[config.mk]
export PLATFORM = sky130hd
export DESIGN_NAME = neptuno_board
export DESIGN_NICKNAME = d
export VERILOG_FILES = /design/src/board_pkg.sv /design/src/board_ctrl.sv /design/src/input_map.sv /design/src/joy_serial.sv /design/src/neptuno_board.sv /design/src/snd_dac.sv
export SDC_FILE = /design/constraint.sdc
export NUM_CORES = 1
export LEC_CHECK = 0
export CAP_MARGIN = 10
export CORE_MARGIN = 2
export CORE_UTILIZATION = 30
export CTS_CLUSTER_SIZE = 14
export DETAILED_ROUTE_END_ITERATION = 8
export DONT_BUFFER_PORTS = 1
export PLACE_DENSITY = 0.48
export SLEW_MARGIN = 20
export SYNTH_ARGS = -nofsm -noshare
export SYNTH_HDL_FRONTEND = slang
export SYNTH_SLANG_ARGS = --single-unit
export TNS_END_PERCENT = 100
[constraint.sdc]
create_clock -name clk_sys -period 2.4 [get_ports clk_sys]
set_input_delay 0.24 -clock clk_sys [delete_from_list [all_inputs] [get_ports clk_sys]]
set_output_delay 0.24 -clock clk_sys [all_outputs]
set_load 0.02 [all_outputs]
[src/board_pkg.sv]
/*
    Board shell shared definitions
    Joystick and DIP structs, FSM state types, OSD status bit positions
*/

package board_pkg;

    // One pad, active high, coin in the MSB
    typedef struct packed {
        logic coin;
        logic start;
        logic b6;
        logic b5;
        logic b4;
        logic b3;
        logic b2;
        logic b1;
        logic up;
        logic down;
        logic left;
        logic right;
    } joy_bits_t;

    typedef struct packed {
        logic       enable_fm;
        logic       enable_psg;
        logic       dip_test;
        logic       dip_pause;
        logic       dip_flip;
        logic [1:0] dip_fxlevel;
    } dip_cfg_t;

    typedef enum logic [1:0] {
        RST_HOLD,
        RST_COUNT,
        RST_RUN
    } rst_state_t;

    typedef enum logic [1:0] {
        SCAN_IDLE,
        SCAN_LOAD,
        SCAN_LOW,
        SCAN_HIGH
    } scan_state_t;

    // OSD status word layout
    localparam int STATUS_FLIP  = 1;
    localparam int STATUS_PAUSE = 2;
    localparam int STATUS_TEST  = 3;
    localparam int STATUS_FX    = 4;
    localparam int STATUS_NOFM  = 6;
    localparam int STATUS_NOPSG = 7;

    // Two pads of 12 bits on one serial chain
    localparam int JOY_BITS = 24;

endpackage

[src/board_ctrl.sv]
`timescale 1ns/1ps

/*
    Board control
    Sequences the system and game resets, paces the serial pad scan
    once per video line and decodes the OSD status word into DIP settings
*/

module board_ctrl #(
    parameter int JOY_HALF   = 4,
    parameter int RST_CYCLES = 16
) (
    input  logic                clk_sys,
    input  logic                rst_n,
    input  logic                pll_locked,
    input  logic                rst_req,
    input  logic                downloading,
    input  logic                hs,
    input  logic [31:0]         status,
    output logic                rst,
    output logic                game_rst,
    output logic                joy_clk,
    output logic                joy_load,
    output logic                shift_en,
    output logic                scan_done,
    output board_pkg::dip_cfg_t dip
);

    import board_pkg::*;

    localparam int RW = $clog2(RST_CYCLES + 1);
    localparam int HW = $clog2(2 * JOY_HALF);
    localparam int BW = $clog2(JOY_BITS);

    rst_state_t    rst_st;
    logic [RW-1:0] rst_cnt;
    logic [RW-1:0] game_cnt;
    logic          flip_prev;
    logic          game_cause;

    scan_state_t   scan_st;
    logic [HW-1:0] half_cnt;
    logic [BW-1:0] bit_cnt;
    logic          hs_last;
    logic          hs_rise;
    logic          half_end;
    logic          load_end;

    // System reset, released RST_CYCLES after the PLL locks
    always_ff @(posedge clk_sys or negedge rst_n) begin
        if (!rst_n) begin
            rst_st  <= RST_HOLD;
            rst_cnt <= '0;
        end else if (!pll_locked) begin
            rst_st  <= RST_HOLD;
            rst_cnt <= '0;
        end else begin
            case (rst_st)
                RST_HOLD: begin
                    rst_st  <= RST_COUNT;
                    rst_cnt <= '0;
                end
                RST_COUNT: begin
                    rst_cnt <= rst_cnt + 1'b1;
                    if (rst_cnt == RW'(RST_CYCLES - 1)) begin
                        rst_st <= RST_RUN;
                    end
                end
                default: rst_st <= RST_RUN;
            endcase
        end
    end

    assign rst = rst_st != RST_RUN;

    // A flip change restarts the game as well
    assign game_cause = rst_req | downloading | (dip.dip_flip != flip_prev);

    always_ff @(posedge clk_sys or negedge rst_n) begin
        if (!rst_n) begin
            game_cnt  <= '0;
            flip_prev <= 1'b0;
        end else begin
            flip_prev <= dip.dip_flip;
            if (game_cause) begin
                game_cnt <= RW'(RST_CYCLES);
            end else if (game_cnt != '0) begin
                game_cnt <= game_cnt - 1'b1;
            end
        end
    end

    assign game_rst = rst | (game_cnt != '0);

    always_ff @(posedge clk_sys or negedge rst_n) begin
        if (!rst_n) begin
            dip <= '0;
        end else begin
            dip.enable_fm   <= ~status[STATUS_NOFM];
            dip.enable_psg  <= ~status[STATUS_NOPSG];
            dip.dip_test    <= status[STATUS_TEST];
            dip.dip_pause   <= status[STATUS_PAUSE];
            dip.dip_flip    <= status[STATUS_FLIP];
            dip.dip_fxlevel <= status[STATUS_FX +: 2];
        end
    end

    // Pad scan, one per line
    assign hs_rise  = hs & ~hs_last;
    assign half_end = half_cnt == HW'(JOY_HALF - 1);
    assign load_end = half_cnt == HW'(2 * JOY_HALF - 1);

    always_ff @(posedge clk_sys or negedge rst_n) begin
        if (!rst_n) begin
            scan_st   <= SCAN_IDLE;
            half_cnt  <= '0;
            bit_cnt   <= '0;
            hs_last   <= 1'b0;
            scan_done <= 1'b0;
        end else begin
            hs_last   <= hs;
            scan_done <= 1'b0;
            half_cnt  <= half_cnt + 1'b1;
            case (scan_st)
                SCAN_IDLE: begin
                    half_cnt <= '0;
                    bit_cnt  <= '0;
                    if (hs_rise && !rst) begin
                        scan_st <= SCAN_LOAD;
                    end
                end
                SCAN_LOAD: begin
                    if (load_end) begin
                        scan_st  <= SCAN_LOW;
                        half_cnt <= '0;
                    end
                end
                SCAN_LOW: begin
                    if (half_end) begin
                        scan_st  <= SCAN_HIGH;
                        half_cnt <= '0;
                    end
                end
                default: begin
                    if (half_end) begin
                        half_cnt <= '0;
                        if (bit_cnt == BW'(JOY_BITS - 1)) begin
                            scan_st   <= SCAN_IDLE;
                            scan_done <= 1'b1;
                        end else begin
                            scan_st <= SCAN_LOW;
                            bit_cnt <= bit_cnt + 1'b1;
                        end
                    end
                end
            endcase
        end
    end

    assign joy_load = scan_st != SCAN_LOAD;
    assign joy_clk  = scan_st != SCAN_LOW;
    // Sample on the same edge that raises joy_clk
    assign shift_en = (scan_st == SCAN_LOW) && half_end;

endmodule

[src/input_map.sv]
`timescale 1ns/1ps

/*
    Game input map
    Registers directions, buttons and start with the game polarity and
    turns each coin press into one pulse of fixed width
*/

module input_map #(
    parameter bit GAME_INPUTS_ACTIVE_LOW = 1'b1,
    parameter int COIN_PULSE             = 8
) (
    input  logic                 clk_sys,
    input  logic                 rst_n,
    input  logic                 game_rst,
    input  board_pkg::joy_bits_t joy1,
    input  board_pkg::joy_bits_t joy2,
    output logic [9:0]           game_joystick1,
    output logic [9:0]           game_joystick2,
    output logic [1:0]           game_start,
    output logic [1:0]           game_coin
);

    localparam int         CW      = $clog2(COIN_PULSE + 1);
    localparam logic [9:0] JOY_OFF = {10{GAME_INPUTS_ACTIVE_LOW}};

    logic [1:0] coin_in;

    assign coin_in = {joy2.coin, joy1.coin};

    // Low ten bits of the struct are b6 down to right
    always_ff @(posedge clk_sys or negedge rst_n) begin
        if (!rst_n) begin
            game_joystick1 <= JOY_OFF;
            game_joystick2 <= JOY_OFF;
            game_start     <= JOY_OFF[1:0];
        end else begin
            game_joystick1 <= JOY_OFF ^ joy1[9:0];
            game_joystick2 <= JOY_OFF ^ joy2[9:0];
            game_start     <= JOY_OFF[1:0] ^ {joy2.start, joy1.start};
        end
    end

    for (genvar i = 0; i < 2; i++) begin : g_coin
        logic          last;
        logic [CW-1:0] cnt;

        // Edge detect keeps tracking during game reset so a held coin stays quiet
        always_ff @(posedge clk_sys or negedge rst_n) begin
            if (!rst_n) begin
                last <= 1'b0;
                cnt  <= '0;
            end else begin
                last <= coin_in[i];
                if (game_rst) begin
                    cnt <= '0;
                end else if (coin_in[i] && !last) begin
                    cnt <= CW'(COIN_PULSE);
                end else if (cnt != '0) begin
                    cnt <= cnt - 1'b1;
                end
            end
        end

        assign game_coin[i] = GAME_INPUTS_ACTIVE_LOW ^ (cnt != '0);
    end

endmodule

[src/joy_serial.sv]
`timescale 1ns/1ps

/*
    Serial pad capture
    Shifts the 24-bit pad chain in and splits it into two joystick
    structs once the whole chain has arrived
*/

module joy_serial (
    input  logic                 clk_sys,
    input  logic                 rst_n,
    input  logic                 rst,
    input  logic                 joy_data,
    input  logic                 shift_en,
    input  logic                 scan_done,
    output board_pkg::joy_bits_t joy1,
    output board_pkg::joy_bits_t joy2
);

    import board_pkg::*;

    localparam int PW = $bits(joy_bits_t);

    logic [JOY_BITS-1:0] chain;

    // Pads pull the line low for a pressed button
    always_ff @(posedge clk_sys or negedge rst_n) begin
        if (!rst_n) begin
            chain <= '0;
        end else if (shift_en) begin
            chain <= {chain[JOY_BITS-2:0], ~joy_data};
        end
    end

    // First bits in end up at the top, pad 1 MSB first
    always_ff @(posedge clk_sys or negedge rst_n) begin
        if (!rst_n) begin
            joy1 <= '0;
            joy2 <= '0;
        end else if (rst) begin
            joy1 <= '0;
            joy2 <= '0;
        end else if (scan_done) begin
            joy1 <= joy_bits_t'(chain[JOY_BITS-1 -: PW]);
            joy2 <= joy_bits_t'(chain[PW-1:0]);
        end
    end

endmodule

[src/neptuno_board.sv]
`timescale 1ns/1ps

/*
    NeptUNO board shell
    Reset sequencing, serial pad scan, game input mapping, DIP decode
    and sigma-delta audio between the board pins and the game core
*/

module neptuno_board #(
    parameter bit SIGNED_SND             = 1'b0,
    parameter bit GAME_INPUTS_ACTIVE_LOW = 1'b1,
    parameter int JOY_HALF               = 4,
    parameter int COIN_PULSE             = 8,
    parameter int RST_CYCLES             = 16
) (
    input  logic                clk_sys,
    input  logic                rst_n,
    input  logic                pll_locked,
    input  logic                rst_req,
    input  logic                downloading,
    input  logic                hs,
    input  logic [31:0]         status,
    // Pad chain
    input  logic                joy_data,
    output logic                joy_clk,
    output logic                joy_load,
    // Sound
    input  logic [15:0]         snd_left,
    input  logic [15:0]         snd_right,
    output logic                audio_l,
    output logic                audio_r,
    // Resets and settings
    output logic                rst,
    output logic                game_rst,
    output board_pkg::dip_cfg_t dip,
    // Game inputs
    output logic [9:0]          game_joystick1,
    output logic [9:0]          game_joystick2,
    output logic [1:0]          game_start,
    output logic [1:0]          game_coin
);

    import board_pkg::*;

    logic      shift_en;
    logic      scan_done;
    joy_bits_t joy1;
    joy_bits_t joy2;

    board_ctrl #(
        .JOY_HALF   ( JOY_HALF   ),
        .RST_CYCLES ( RST_CYCLES )
    ) u_ctrl (
        .clk_sys     ( clk_sys     ),
        .rst_n       ( rst_n       ),
        .pll_locked  ( pll_locked  ),
        .rst_req     ( rst_req     ),
        .downloading ( downloading ),
        .hs          ( hs          ),
        .status      ( status      ),
        .rst         ( rst         ),
        .game_rst    ( game_rst    ),
        .joy_clk     ( joy_clk     ),
        .joy_load    ( joy_load    ),
        .shift_en    ( shift_en    ),
        .scan_done   ( scan_done   ),
        .dip         ( dip         )
    );

    joy_serial u_joy (
        .clk_sys   ( clk_sys   ),
        .rst_n     ( rst_n     ),
        .rst       ( rst       ),
        .joy_data  ( joy_data  ),
        .shift_en  ( shift_en  ),
        .scan_done ( scan_done ),
        .joy1      ( joy1      ),
        .joy2      ( joy2      )
    );

    input_map #(
        .GAME_INPUTS_ACTIVE_LOW ( GAME_INPUTS_ACTIVE_LOW ),
        .COIN_PULSE             ( COIN_PULSE             )
    ) u_map (
        .clk_sys        ( clk_sys        ),
        .rst_n          ( rst_n          ),
        .game_rst       ( game_rst       ),
        .joy1           ( joy1           ),
        .joy2           ( joy2           ),
        .game_joystick1 ( game_joystick1 ),
        .game_joystick2 ( game_joystick2 ),
        .game_start     ( game_start     ),
        .game_coin      ( game_coin      )
    );

    snd_dac #(
        .SIGNED_SND ( SIGNED_SND )
    ) u_dac (
        .clk_sys   ( clk_sys   ),
        .rst_n     ( rst_n     ),
        .snd_left  ( snd_left  ),
        .snd_right ( snd_right ),
        .audio_l   ( audio_l   ),
        .audio_r   ( audio_r   )
    );

endmodule

[src/snd_dac.sv]
`timescale 1ns/1ps

/*
    Sigma-delta audio DAC
    Two first-order channels, the accumulator carry is the output bit
*/

module snd_dac #(
    parameter bit SIGNED_SND = 1'b0
) (
    input  logic        clk_sys,
    input  logic        rst_n,
    input  logic [15:0] snd_left,
    input  logic [15:0] snd_right,
    output logic        audio_l,
    output logic        audio_r
);

    logic [1:0][15:0] sample;
    logic [1:0]       dac_bit;

    // Channel 0 is left
    assign sample = {snd_right, snd_left};

    for (genvar ch = 0; ch < 2; ch++) begin : g_ch
        logic [15:0] level;
        logic [15:0] acc;
        logic [16:0] sum;
        logic        q;

        // Offset binary for signed samples
        assign level = sample[ch] ^ {SIGNED_SND, 15'd0};
        assign sum   = {1'b0, acc} + {1'b0, level};

        always_ff @(posedge clk_sys or negedge rst_n) begin
            if (!rst_n) begin
                acc <= '0;
                q   <= 1'b0;
            end else begin
                acc <= sum[15:0];
                q   <= sum[16];
            end
        end

        assign dac_bit[ch] = q;
    end

    assign audio_l = dac_bit[0];
    assign audio_r = dac_bit[1];

endmodule

==> impl_metrics.toml <==
[outcome]
status = "complete, but fails checks"
violations = "negative hold slack"

[timing]
fin_crit_sh = 0.918
post-route-min-period_ns = 2.20
clock_skew_ns = 0.00706
finalHoldViolCount = 146
slew_headroom = 0.616
hold_ws_ns = -0.484
worst_pin_slew_ns = 0.575
tns_ns = 0
maxSlewViolCount = 0
fmax_ghz = 0.454
rsz0062_at_grt = "no"
setup_viol = 0

[synth]
yosysWarnings = 0
synthFlopType = "dfrtp_1"
synthesis.nets = 715
synth_edf_count = 0
yosysSeqAreaShare = 0.541
ys_types = 59
synth.avg_cell_area_um2 = 11.5
syn_inst = 594
async_reset_ff_frac = 1.00
syn_area_um2 = 6810
ys_seq_elements = 146

[floorplan]
die_y_um = 155
core_area_um2 = 22400
io_pins = 108
rows = 55
dieWidth_um = 155
die_area_um2 = 23900
initial_utilization = 0.303

[detailed_routing]
initialDrtViolationCount = 167
drc_errors = 0
wl_per_cell_um = 14.2
vias_per_cell = 4.71
drt_pass1_iterations = 4
ant_nets = 0
wl_mm = 13.0
routed-via-count = 4317

[setup_path]
crit_path_max_fanout = 3
max_stage_delay_ns = 0.54
startpoint_type = "primary input"
cp.required_ns = 2.70
worstPathArrival_ns = 2.50
end_kind = "flop"
crit_type = "primary input to flop"
worstPathCellList = "dlygate4sd3_1 > ha_1 > fa_1 > a21o_1 > nand3_1 > a31oi_1 > nand2_1 > nand3b_1 > a311o_1"
slowest_stage = "dlygate4sd3_1"

[global_routing]
gr-total-overflow = 0
grt_pass1_wl_mm = 22.2
grt_util_all_layers = 0.116
grt_pass1_vias = 4579
antenna_found_initial = 0
grt_max_degree = 147

[placed_design]
portBuffers = 0
dp_hpwl_mm = 8.73
place.gp.congestion = 0.775

[power]
irDropWorstVdd_mv = 0.458
power_density_nw_per_um2 = 1080
total_power_uw = 8520
total_leakage_power_uw = 0.00344

[clock_tree]
htree_levels = 4
cts_setup_buffers = 0
cts_tree = "yes"
clockBufferDepth = 2
cts_hold_buf = 14
clk_pin_slew_ns = 0.06
clock-root-buffer = "clkbuf_16"
clk_latency_ns = 0.42
numCtsBuffers = 17
clock-sinks = 146

[layout]
drive_gt1_frac = 0.155
mostFrequentLayoutCell = "dfrtp_1"
fill_cells = 2213
n_antenna_cell = 0
final_nets = 740
area.growth.synth_to_final_pct = 15.5
layout_common_cells = "124 x dfrtp_1, 58 x nor2_1, 48 x ha_1"
multi_input_area_um2 = 2870
seqCellArea_um2 = 3680

[job]
maxCapViolCount = 0

[min_path]
hp-class = "primary input to asynchronous set/reset pin"
-- cell type report --
cell class | instances | share of cell area
repair buffers | 21 | 0.0245
inverters | 47 | 0.0224
well taps | 285 | 0.0454
clock buffers | 18 | 0.0559
flip-flops and latches | 146 | 0.468
clock inverters | 14 | 0.0183
multi-input cells | 386 | 0.365
-- through the flow --
| stage | cell area, um^2 | hold slack, ns | setup slack [ns] | utilization | instances |
|---|---|---|---|---|---|
| after floorplan | 6810 | -0.0556 | 0.362 | - | 594 |
| after global placement | 7130 | -0.0496 | 0.193 | 0.318 | 871 |
| after detailed placement | 7130 | -0.0493 | 0.150 | 0.318 | 871 |
| after CTS | 7850 | -0.509 | 0.110 | 0.350 | 917 |
| after global routing | 7860 | -0.514 | 0.0165 | 0.350 | 917 |
| final | 7860 | -0.484 | 0.197 | 0.350 | 917 |
-- per-layer routing --
metal  global-route usage  share of wire  vias to the layer above  routed length, um
li1                     -              -                     2080                  -
met1                0.145           0.46                     2138               5940
met2                0.188           0.48                       80               6200
met3               0.0359          0.046                       19                601
met4               0.0463          0.019                        0                250
met5                    0              0                        -                  0
-- synthesized netlist by cell type (6+ instances only) --
| library cell | instances | area [um^2] |
|---|---|---|
| dfrtp_1 | 124 | 3100 |
| nor2_1 | 58 | 218 |
| ha_1 | 48 | 601 |
| inv_1 | 47 | 176 |
| a21oi_1 | 31 | 155 |
| nand2_1 | 30 | 113 |
| mux2i_1 | 27 | 270 |
| mux2_2 | 25 | 282 |
| dfstp_2 | 22 | 578 |
| o21ai_0 | 21 | 105 |
| xnor2_1 | 18 | 158 |
| nand3_1 | 15 | 75.1 |
| a21o_1 | 11 | 82.6 |
| nor2b_1 | 10 | 62.6 |
| nor3_1 | 10 | 50.1 |
| xor2_1 | 10 | 87.6 |
| and2_1 | 7 | 43.8 |
| clkbuf_1 | 7 | 26.3 |
| nand2b_1 | 6 | 37.5 |
-- worst paths after layout --
check | from | to | slack [ns] | cells past startpoint
setup / recovery | snd_right[0] | u_dac.audio_r | 0.20 | 9
hold / removal | rst_n | u_joy.joy2[9] | -0.48 | 0
setup reg to reg | u_dac.g_ch[1].acc[0] | u_dac.audio_r | 0.22 | 8
hold reg to reg | u_joy.joy1[3] | u_map.game_joystick1[3] | 0.38 | 1
max in group asynchronous | rst_n | u_map.game_joystick1[7] | 2.64 | 0
min in group clk_sys | snd_right[15] | u_dac.audio_r | 0.09 | 2
-- state kept, by name, summed over array words and instances (netlist names), 7 cells and up --
| register | count |
|---|---|
| u_map.game_joystick2 | 10 |
| u_joy.chain | 24 |
| u_ctrl.dip | 7 |
| u_map.game_joystick1 | 10 |
| u_joy.joy1 | 12 |
| u_map.g_coin.cnt | 8 |
| u_dac.g_ch.acc | 32 |
| u_joy.joy2 | 12 |
-- kinds of logic after synthesis --
logic type	Yosys count	share of synthesized area
compound gates	94	0.0908
fa+ha+maj	50	0.0941
buf+inv	62	0.0384
xor+xnor	28	0.0360
flops	146	0.541
simple gates	162	0.119
mux	52	0.0811
-- power breakdown --
group / internal, uW / switching [uW] / leakage, uW
Sequential: 2910 / 232 / 0.00183
Clock: 1490 / 1130 / 0.000285
Combinational: 1240 / 1510 / 0.00133
-- critical path: cells and delay by family --
kind | cells | cell delay (ns)
and+or+nand+nor | 3 | 0.34
adders and majority gates | 2 | 0.64
buffers and inverters | 1 | 0.54
AOI/OAI and AO/OA | 3 | 0.74
-- timing repair --
| item | in CTS | in global routing |
|---|---|---|
| endpoints found under the setup margin | 0 | 1 |
| resized for setup | 0 | 1 |
| hold endpoints to repair | 166 | 146 |
Note: power is estimated with default switching activity, not from simulation.
